**config.mk**
```make
export PLATFORM = sky130hd
export DESIGN_NAME = uart_rx_top
export DESIGN_NICKNAME = d
export VERILOG_FILES = /design/src/hw/uart_pkg.sv /design/src/hw/rx_line_sync.sv /design/src/hw/uart_rx.sv /design/src/hw/frame_checker.sv /design/src/hw/rx_fifo.sv /design/src/hw/uart_rx_top.sv
export SDC_FILE = /design/constraint.sdc
export NUM_CORES = 1
export LEC_CHECK = 0
export CORE_MARGIN = 2
export CORE_UTILIZATION = 39
export CTS_BUF_LIST = sky130_fd_sc_hd__clkbuf_16
export CTS_CLUSTER_DIAMETER = 100
export DETAILED_ROUTE_END_ITERATION = 12
export DONT_BUFFER_PORTS = 1
export SKIP_LAST_GASP = 1
export SYNTH_ARGS = -nofsm -noshare
export SYNTH_HDL_FRONTEND = slang
export SYNTH_SLANG_ARGS = --single-unit
```
**constraint.sdc**
```tcl
create_clock -name clk -period 3.5 [get_ports clk]
set_clock_uncertainty 0.1 [all_clocks]
set_input_delay 0.525 -clock clk [delete_from_list [all_inputs] [get_ports clk]]
set_output_delay 0.525 -clock clk [all_outputs]
set_load 0.05 [all_outputs]
```
**src/hw/uart_pkg.sv**
```systemverilog
// UART receive definitions
package uart_pkg;

    // Bit timing, in clock cycles.
    localparam int BIT_CLKS = 16;
    localparam int HALF_BIT = 8;   // Start edge to start-bit center.

    // Frame layout.
    localparam int DATA_BITS = 8;

    // Receiver counter widths.
    localparam int CNT_W = $clog2(BIT_CLKS);
    localparam int IDX_W = $clog2(DATA_BITS);

    // Receive FIFO geometry.
    localparam int FIFO_DEPTH = 4;
    localparam int FIFO_AW    = 2;

    // One FIFO entry holds the byte plus parity and frame error flags.
    localparam int ENTRY_W = DATA_BITS + 2;

    // Frame receiver states.
    // RX_START waits half a bit and re-checks the line, so short
    // glitches never reach the data phase.
    typedef enum logic [2:0] {
        RX_IDLE,
        RX_START,
        RX_DATA,
        RX_PARITY,
        RX_STOP
    } rx_state_t;

endpackage

```
**src/hw/rx_line_sync.sv**
```systemverilog
// Serial line synchronizer
module rx_line_sync (
    input  logic clk,
    input  logic nRst,
    input  logic rx_serial,
    output logic rx_sync,
    output logic start_edge
);

    logic sync_meta;
    logic sync_line;
    logic sync_prev;

    // The idle line is high, so every stage resets to 1.
    always_ff @(posedge clk, negedge nRst) begin
        if (!nRst) begin
            sync_meta <= 1'b1;
            sync_line <= 1'b1;
            sync_prev <= 1'b1;
        end else begin
            sync_meta <= rx_serial;
            sync_line <= sync_meta;
            sync_prev <= sync_line;   // One cycle older copy for edge detection.
        end
    end

    // Registered high-to-low transition of the synchronized line.
    always_ff @(posedge clk, negedge nRst) begin
        if (!nRst) begin
            start_edge <= 1'b0;
        end else begin
            start_edge <= sync_prev & ~sync_line;
        end
    end

    assign rx_sync = sync_line;

endmodule

```
**src/hw/uart_rx.sv**
```systemverilog
// UART frame receiver
module uart_rx (
    input  logic                       clk,
    input  logic                       nRst,
    input  logic                       rx_sync,
    input  logic                       start_edge,
    output logic                       frame_valid,
    output logic [uart_pkg::DATA_BITS-1:0] frame_data,
    output logic                       frame_parity,
    output logic                       frame_stop
);

    import uart_pkg::*;

    rx_state_t        state;
    rx_state_t        state_next;
    logic [CNT_W-1:0] cnt;
    logic [IDX_W-1:0] bit_idx;
    logic             half_done;
    logic             bit_done;
    logic             last_data;

    assign half_done = (cnt == CNT_W'(HALF_BIT - 1));
    assign bit_done  = (cnt == CNT_W'(BIT_CLKS - 1));
    assign last_data = (bit_idx == IDX_W'(DATA_BITS - 1));

    always_comb begin
        state_next = state;
        case (state)
            RX_IDLE: begin
                if (start_edge) begin
                    state_next = RX_START;
                end
            end
            RX_START: begin
                // A line that is high again at mid start bit was only a glitch.
                if (half_done) begin
                    state_next = rx_sync ? RX_IDLE : RX_DATA;
                end
            end
            RX_DATA: begin
                if (bit_done && last_data) begin
                    state_next = RX_PARITY;
                end
            end
            RX_PARITY: begin
                if (bit_done) begin
                    state_next = RX_STOP;
                end
            end
            RX_STOP: begin
                if (bit_done) begin
                    state_next = RX_IDLE;
                end
            end
            default: begin
                state_next = RX_IDLE;
            end
        endcase
    end

    always_ff @(posedge clk, negedge nRst) begin
        if (!nRst) begin
            state       <= RX_IDLE;
            cnt         <= '0;
            bit_idx     <= '0;
            frame_valid <= 1'b0;
        end else begin
            state <= state_next;

            // The counter restarts on every state change and at each bit boundary.
            if (state == RX_IDLE || state_next != state || bit_done) begin
                cnt <= '0;
            end else begin
                cnt <= cnt + 1'b1;
            end

            if (state == RX_IDLE) begin
                bit_idx <= '0;
            end else if (state == RX_DATA && bit_done) begin
                bit_idx <= bit_idx + 1'b1;
            end

            // Pulses in the cycle after the stop sample, with the machine back in idle.
            frame_valid <= (state == RX_STOP) && bit_done;
        end
    end

    // Sampled frame fields, each captured at its bit center.
    always_ff @(posedge clk) begin
        if (state == RX_DATA && bit_done) begin
            frame_data <= {rx_sync, frame_data[DATA_BITS-1:1]};   // LSB arrives first.
        end
        if (state == RX_PARITY && bit_done) begin
            frame_parity <= rx_sync;
        end
        if (state == RX_STOP && bit_done) begin
            frame_stop <= rx_sync;
        end
    end

endmodule

```
**src/hw/frame_checker.sv**
```systemverilog
// Parity and stop bit checker
module frame_checker (
    input  logic                           clk,
    input  logic                           nRst,
    input  logic                           frame_valid,
    input  logic [uart_pkg::DATA_BITS-1:0] frame_data,
    input  logic                           frame_parity,
    input  logic                           frame_stop,
    output logic                           byte_valid,
    output logic [uart_pkg::DATA_BITS-1:0] chk_byte,
    output logic                           chk_parity_err,
    output logic                           chk_frame_err
);

    logic parity_calc;
    logic parity_bad;
    logic stop_bad;

    // Even parity: data plus parity bit must hold an even number of ones.
    assign parity_calc = ^frame_data;
    assign parity_bad  = parity_calc ^ frame_parity;
    assign stop_bad    = ~frame_stop;   // A valid stop bit is high.

    always_ff @(posedge clk, negedge nRst) begin
        if (!nRst) begin
            byte_valid     <= 1'b0;
            chk_parity_err <= 1'b0;
            chk_frame_err  <= 1'b0;
        end else begin
            byte_valid <= frame_valid;
            if (frame_valid) begin
                chk_parity_err <= parity_bad;
                chk_frame_err  <= stop_bad;
            end
        end
    end

    always_ff @(posedge clk) begin
        if (frame_valid) begin
            chk_byte <= frame_data;
        end
    end

endmodule

```
**src/hw/rx_fifo.sv**
```systemverilog
// Receive byte FIFO
module rx_fifo (
    input  logic                           clk,
    input  logic                           nRst,
    input  logic                           byte_valid,
    input  logic [uart_pkg::DATA_BITS-1:0] chk_byte,
    input  logic                           chk_parity_err,
    input  logic                           chk_frame_err,
    input  logic                           rec_ready,
    output logic                           rx_ready,
    output logic [uart_pkg::DATA_BITS-1:0] rx_byte,
    output logic                           parity_err,
    output logic                           frame_err,
    output logic                           overflow
);

    import uart_pkg::*;

    logic [ENTRY_W-1:0] mem [FIFO_DEPTH];
    logic [FIFO_AW-1:0] wr_ptr;
    logic [FIFO_AW-1:0] rd_ptr;
    logic [FIFO_AW:0]   count;
    logic               full;
    logic               push;
    logic               pop;
    logic [ENTRY_W-1:0] head;

    assign rx_ready = (count != '0);
    assign full     = (count == (FIFO_AW + 1)'(FIFO_DEPTH));
    assign pop      = rec_ready && rx_ready;   // Strobes on an empty FIFO are ignored.
    assign push     = byte_valid && (!full || pop);

    always_ff @(posedge clk, negedge nRst) begin
        if (!nRst) begin
            wr_ptr   <= '0;
            rd_ptr   <= '0;
            count    <= '0;
            overflow <= 1'b0;
        end else begin
            if (push) begin
                wr_ptr <= wr_ptr + 1'b1;
            end
            if (pop) begin
                rd_ptr <= rd_ptr + 1'b1;
            end
            if (push && !pop) begin
                count <= count + 1'b1;
            end else if (pop && !push) begin
                count <= count - 1'b1;
            end
            if (byte_valid && !push) begin
                overflow <= 1'b1;   // Sticky until reset.
            end
        end
    end

    always_ff @(posedge clk) begin
        if (push) begin
            mem[wr_ptr] <= {chk_parity_err, chk_frame_err, chk_byte};
        end
    end

    // First-word fall-through, reading as zero while empty.
    assign head       = rx_ready ? mem[rd_ptr] : '0;
    assign rx_byte    = head[DATA_BITS-1:0];
    assign frame_err  = head[DATA_BITS];
    assign parity_err = head[DATA_BITS+1];

endmodule

```
**src/hw/uart_rx_top.sv**
```systemverilog
// UART receive path top
module uart_rx_top (
    input  logic                           clk,
    input  logic                           nRst,
    input  logic                           rx_serial,
    input  logic                           rec_ready,
    output logic                           rx_ready,
    output logic [uart_pkg::DATA_BITS-1:0] rx_byte,
    output logic                           parity_err,
    output logic                           frame_err,
    output logic                           overflow
);

    import uart_pkg::*;

    logic                 rx_sync;
    logic                 start_edge;
    logic                 frame_valid;
    logic [DATA_BITS-1:0] frame_data;
    logic                 frame_parity;
    logic                 frame_stop;
    logic                 byte_valid;
    logic [DATA_BITS-1:0] chk_byte;
    logic                 chk_parity_err;
    logic                 chk_frame_err;

    rx_line_sync u_sync (
        .clk        (clk),
        .nRst       (nRst),
        .rx_serial  (rx_serial),
        .rx_sync    (rx_sync),
        .start_edge (start_edge)
    );

    uart_rx u_rx (
        .clk          (clk),
        .nRst         (nRst),
        .rx_sync      (rx_sync),
        .start_edge   (start_edge),
        .frame_valid  (frame_valid),
        .frame_data   (frame_data),
        .frame_parity (frame_parity),
        .frame_stop   (frame_stop)
    );

    frame_checker u_chk (
        .clk            (clk),
        .nRst           (nRst),
        .frame_valid    (frame_valid),
        .frame_data     (frame_data),
        .frame_parity   (frame_parity),
        .frame_stop     (frame_stop),
        .byte_valid     (byte_valid),
        .chk_byte       (chk_byte),
        .chk_parity_err (chk_parity_err),
        .chk_frame_err  (chk_frame_err)
    );

    // The consumer strobe only pops, so the line is never stalled.
    rx_fifo u_fifo (
        .clk            (clk),
        .nRst           (nRst),
        .byte_valid     (byte_valid),
        .chk_byte       (chk_byte),
        .chk_parity_err (chk_parity_err),
        .chk_frame_err  (chk_frame_err),
        .rec_ready      (rec_ready),
        .rx_ready       (rx_ready),
        .rx_byte        (rx_byte),
        .parity_err     (parity_err),
        .frame_err      (frame_err),
        .overflow       (overflow)
    );

endmodule

```
==> results of run 1 <==
==> power breakdown <==
group	switching (W)	total (W)	internal (W)
Clock	0.000347	0.000817	0.000470
Combinational	0.0000633	0.000118	0.0000548
Sequential	0.0000442	0.00113	0.00109
Total	0.000455	0.00207	0.00161
==> worst max-delay path: cells and delay by family (launching register included) <==
family           cells  cell delay (ps)
muxes                1              600
and+or+nand+nor      1              340
DFF                  1              790
==> layout make-up <==
class                           instances  area (sq um)  area share (%)
Timing Repair Buffer                    2         30.03          0.8043
Inverter                                6         22.52          0.6032
Sequential cell                        84          2396           64.18
Clock buffer                            9         225.2           6.032
Clock inverter                          7         37.54           1.005
Tap cell                              105         131.4           3.519
Multi-Input combinational cell         94         890.9           23.86
==> cells by family (layout without fill, tap and decap cells) <==
family          after synthesis  in the layout
compound gates               10             10
xor+xnor                     17             17
fa+ha+maj                     9              9
buf+inv                      13             24
flops                        84             84
mux                          15             15
simple gates                 43             43
==> sequential cells by signal (all words and copies together), names as in the netlist, 2 cells and up <==
register         flops
u_chk.chk_byte       8
u_fifo.count         3
u_fifo.mem          40
u_fifo.rd_ptr        2
u_fifo.wr_ptr        2
u_rx.bit_idx         3
u_rx.cnt             4
u_rx.frame_data      8
u_rx.state           3
==> worst paths after layout <==
check | from | end | slack (ps) | cells after the start
max reg2reg | u_fifo.count[0] | u_fifo.count[2] | 860 | 8
min in group asynchronous | nRst | u_rx.cnt[1] | 510 | 2
max in group asynchronous | nRst | u_sync.sync_prev | 2560 | 2
min reg2reg | u_sync.sync_meta | u_sync.rx_sync | 260 | 0
max | u_fifo.rd_ptr[0] | rx_byte[3] | 810 | 2
min | rx_serial | u_sync.sync_meta | 90 | 0
==> metrics by stage <==
stage | utilization [%] | total power [W] | worst slack (ps) | std cells
final | 45.21 | 0.002065 | 812.2 | 307
after global routing | 45.21 | 0.002151 | 679.0 | 307
after CTS | 45.21 | 0.002095 | 756.8 | 307
after detailed placement | 41.67 | 0.001260 | 840.6 | 289
after global placement | 41.67 | 0.001255 | 904.4 | 289
after floorplan | - | 0.001238 | 1215 | 191
==> routing by layer <==
metal / part of all wire (%) / vias to the layer above / track usage, %
li1: - / 714 / -
met1: 42 / 771 / 14.05
met2: 50 / 40 / 18.40
met3: 6.9 / 8 / 5.353
met4: 1.8 / 0 / 7.394
met5: 0 / - / 0
==> placed cells by master (no fill, tap or decap), types with 3 or more instances in the layout <==
| master | Yosys | layout |
|---|---|---|
| xnor2_1 | 11 | 11 |
| dfrtp_1 | 23 | 23 |
| inv_1 | 6 | 9 |
| mux4_2 | 10 | 10 |
| dfstp_2 | 3 | 3 |
| nor2_1 | 12 | 12 |
| edfxtp_1 | 58 | 58 |
| clkbuf_16 | 0 | 9 |
| ha_1 | 8 | 8 |
| xor2_1 | 5 | 5 |
| nand2_1 | 3 | 3 |
| nand3_1 | 3 | 3 |
| mux2i_1 | 3 | 3 |
| and2_1 | 14 | 14 |
==> results.toml, run 1 <==
[outcome]
outcome = "finished, final reports clean"

[clock_tree]
clockBufferDepth = 2
cts_tree = "yes"
clk_latency_ps = 330
clk_pin_slew_worst_paths_ps = 60
cts_hold_repair.buffers = 2
cts.sinks = 84
htreeDepth = 3
root_buffer = "clkbuf_16"
cts_resized = 0
postCtsSetupRepairBufs = 0
cts_buffers = 9

[grt]
antenna_found_initial = 0
grt_max_degree = 27
grt_pass1_wl_um = 7879
grt_pass1_vias = 1583
gr-total-overflow = 0
grtUsageTotal_pct = 12.08

[cells_and_area]
drive_gt1_share_pct = 16.34
fin_area_sq_um = 3734
final_nets = 210
area_growth_pct = 11.68
diodes = 0
nFillCells = 742

[critical_path]
cp_slowest_stage_delay_ps = 790
critPathRequiredTime_ps = 2870
crit_type = "reg -> out"
worstSetupEndpointType = "primary output"
crit_arrival_ps = 2060
crit_fanout = 12
cp_cell_sequence = "mux4_2 > and2_1"
start_kind = "register"
slowest_stage = "dfrtp_1"

[placed_design]
placed_area_sq_um = 3441
gp_congestion = 0.7139
hpwlAfterDp_um = 3021
port_buffers = 0

[synth]
synth_top_cell_area_share_pct = 52.10
synth_edf_count = 58
ys.flop_type = "edfxtp_1"
yosysWarnings = 0
syn_avg_cell_area_sq_um = 17.50
yosysMostFrequentCell = "edfxtp_1"
synthSimpleGateAreaFrac_pct = 7.784
syn_area_sq_um = 3343
synthMuxAreaShare_pct = 8.308
synth_xor_xnor_area_share_pct = 4.865
synth_top_family_by_area = "multiplexers"
syn_inst = 191
ys_top_cells_by_area = "edfxtp_1, dfrtp_1, mux4_2"
yosys-top-cells-count = "edfxtp_1, dfrtp_1, and2_1"
yosys.cell_types.count = 38
synth_fp_nets = 204
postSynth.asyncResetShare_pct = 30.95
ys_ff_latch = 84
synth_seq_area_share_pct = 71.67
synthAdderAreaFrac_pct = 3.593
synth-compound-area-share_pct = 2.096
synth_top_area_cell = "edfxtp_1"

[route]
routedWlPerCell_um = 15.35
detail_route.iter0.violations = 67
vias = 1533
finalWirelength_um = 4713
antenna_left = 0
routed_via_density = 4.993
firstDrtPassIters = 4
drc_errors = 0

[floorplan]
die_w_um = 96.59
die_area_sq_um = 9329
die_y_um = 96.59
rows = 33
core_sq_um = 8258
io_pins = 16
start_util_pct = 40.48

[sta]
clock.fmax_ghz = 0.3721
fin_tns_setup_ps = 0
finalCritPeriodShare_pct = 76.79
hold_viol_final = 0
finalSetupViolCount = 0
whs_ps = 87.47
worst_pin_slew_ps = 795.2
slew_headroom_pct = 46.98
rsz0062_at_grt = "false"
finalMaxSlewViolations = 0
post-route-min-period_ps = 2688

[power]
peakVddDrop_mv = 0.2822
p_leak_nw = 1.364
power.density_nw_per_um2 = 553.2

[hold_path]
hold_path.class = "in -> reg"

[flow_run]
drv_cap = 0
No activity file was read; power rests on OpenSTA's default activity.
==> run 2: changes to the inputs <==
Settings changed: ABC_AREA set to 1.
Clock period 3.5 ns to 2.81 ns, I/O delays scaled along.
==> run 2 against run 1 <==
Against the previous run:
- power rose by 87%
- wire length rose by 19%
- sequential cell count did not move
- global-route usage rose by 0.70 points
- cell count rose by 39%
- synthesized cell count rose by 52%
- count of clock-buffer cells in the layout did not move
==> results.toml, run 2 <==
[outcome]
outcome = "finished, final reports clean"

[synth]
synth_fp_nets = 304
synth_edf_count = 58
yosysWarnings = 0
postSynth.asyncResetShare_pct = 30.95
syn_inst = 291
syn_avg_cell_area_sq_um = 11.91
yosys.cell_types.count = 27
synth_top_area_cell = "edfxtp_1"
synth_top_cell_area_share_pct = 50.27
syn_area_sq_um = 3465
ys_top_cells_by_area = "edfxtp_1, dfrtp_1, nor2_1"
ys_ff_latch = 84
synth_seq_area_share_pct = 69.16
yosys-top-cells-count = "nor2_1, edfxtp_1, nand2_1"
ys.flop_type = "edfxtp_1"
yosysMostFrequentCell = "nor2_1"

[placed_design]
gp_congestion = 0.7443
port_buffers = 0
hpwlAfterDp_um = 3627

[flow_run]
drv_cap = 0

[cells_and_area]
area_growth_pct = 15.85
layout_commonest_cell = "nor2_1"
reg_top3 = "u_fifo.mem: 40 flops, u_chk.chk_byte: 8 flops, u_rx.frame_data: 8 flops"
layout_common_cells = "nor2_1, edfxtp_1, nand2_1"
largest_reg_flops = 40
register_area_sq_um = 2396
drive_gt1_share_pct = 15.99
final_nets = 327
multi_input_area_sq_um = 929.6
fin_util_pct = 46.25
max_flop_register = "u_fifo.mem"
nFillCells = 785
diodes = 0

[clock_tree]
root_buffer = "clkbuf_16"
cts.sinks = 84
cts_hold_repair.buffers = 3
clk_latency_ps = 330
cts_buffers = 9
clockBufferDepth = 2
htreeDepth = 3
cts_tree = "yes"
postCtsSetupRepairBufs = 0
cts_resized = 0
clk_pin_slew_worst_paths_ps = 70

[grt]
gr-total-overflow = 0
grt_pass1_wl_um = 9563
grt_max_degree = 27
grt_pass1_vias = 1928
grtUsageTotal_pct = 12.78
antenna_found_initial = 0

[sta]
finalCritPeriodShare_pct = 83.85
finalSetupViolCount = 0
rsz0062_at_grt = "false"
clock.fmax_ghz = 0.4244
worst_pin_slew_ps = 840.2
fin_tns_setup_ps = 0
hold_viol_final = 0
finalMaxSlewViolations = 0
slew_headroom_pct = 43.78
post-route-min-period_ps = 2356

[floorplan]
die_w_um = 98.25
die_area_sq_um = 9653
die_y_um = 98.25
rows = 34
start_util_pct = 39.92
io_pins = 16
core_sq_um = 8678

[route]
antenna_left = 0
detail_route.iter0.violations = 73
finalWirelength_um = 5628
routedWlPerCell_um = 13.18
firstDrtPassIters = 4
routed_via_density = 4.714
vias = 2013
drc_errors = 0

[critical_path]
critPathRequiredTime_ps = 2290
crit_fanout = 11
crit_arrival_ps = 1830
worstSetupEndpointType = "primary output"
crit_type = "reg -> out"
start_kind = "register"

[power]
power.density_nw_per_um2 = 964.1
p_total_w = 0.003870
p_leak_nw = 1.577
peakVddDrop_mv = 0.4119

[hold_path]
hold_path.class = "in -> reg"
-- run 2: cell types whose count changed in the layout (fill, tap and decap cells not counted), moves of 10 or more --
cell,change
nor2_1,+48
nand2_1,+24
o21ai_0,+22
inv_1,+17
buf_4,+16
and2_1,-14
a21oi_1,+12
mux4_2,-10
-- run 2: kinds of logic (layout without fill, tap and decap cells) --
group | after synthesis | count (layout) | share of synthesized area, %
and+or+nand+nor | 109 | 109 | 13.87
DFF | 84 | 84 | 69.16
AOI/OAI and AO/OA | 40 | 40 | 6.140
buffers and inverters | 36 | 64 | 4.008
xor gates and xnor gates | 12 | 12 | 3.034
adders and majority gates | 9 | 9 | 3.467
muxes | 1 | 1 | 0.3250
-- run 2: final timing paths --
path                       slack, ps              from  cells past startpoint                  end
min in group asynchronous        450              nRst                      2  u_chk.chk_frame_err
min reg2reg                      260  u_sync.sync_meta                      0       u_sync.rx_sync
max in group asynchronous       1930              nRst                      2     u_sync.sync_meta
min                              230         rec_ready                      3      u_fifo.overflow
max reg2reg                      630   u_fifo.count[0]                     11      u_fifo.count[2]
max                              450  u_fifo.rd_ptr[1]                      5            frame_err
-- run 2: power by group --
part | total [W] | internal (W) | leakage, nW | switching, W
registers | 0.00147 | 0.00138 | 0.833 | 0.0000829
clock network | 0.00111 | 0.000614 | 0.139 | 0.000500
logic | 0.00129 | 0.000398 | 0.605 | 0.000890
-- run 2: layer usage --
| metal | GRT usage, % | up-vias | wire length, um |
|---|---|---|---|
| met3 | 3.651 | 11 | 160 |
| met2 | 19.86 | 23 | 2717 |
| li1 | - | 1022 | - |
| met5 | 0 | - | 0 |
| met1 | 16.95 | 957 | 2655 |
| met4 | 5.374 | 0 | 95 |
-- run 2: layout make-up --
class	instances	share of cell area [%]
inverter	29	2.712
multi-input combinational	171	23.16
clock buffer	9	5.611
tap	108	3.367
sequential	84	59.69
clock inverter	7	1.465
timing repair buffer	19	3.990
-- run 2: critical path: stages (launching register included) --
cell,delay (ps)
dfrtp_1,550
inv_1,300
nor2_1,160
o21ai_0,90
a21oi_1,180
buf_4,230
-- run 2: stage by stage --
| step | hold slack [ps] | instances | area (sq um) | setup slack, ps |
|---|---|---|---|---|
| floorplan | 25.91 | 291 | 3465 | 401.3 |
| detailed placement | 26.59 | 408 | 3690 | 635.9 |
| global placement | 26.59 | 408 | 3690 | 714.3 |
| CTS | 218.2 | 427 | 4014 | 412.6 |
| finish | 226.0 | 427 | 4014 | 453.9 |
| global route | 239.3 | 427 | 4014 | 223.3 |
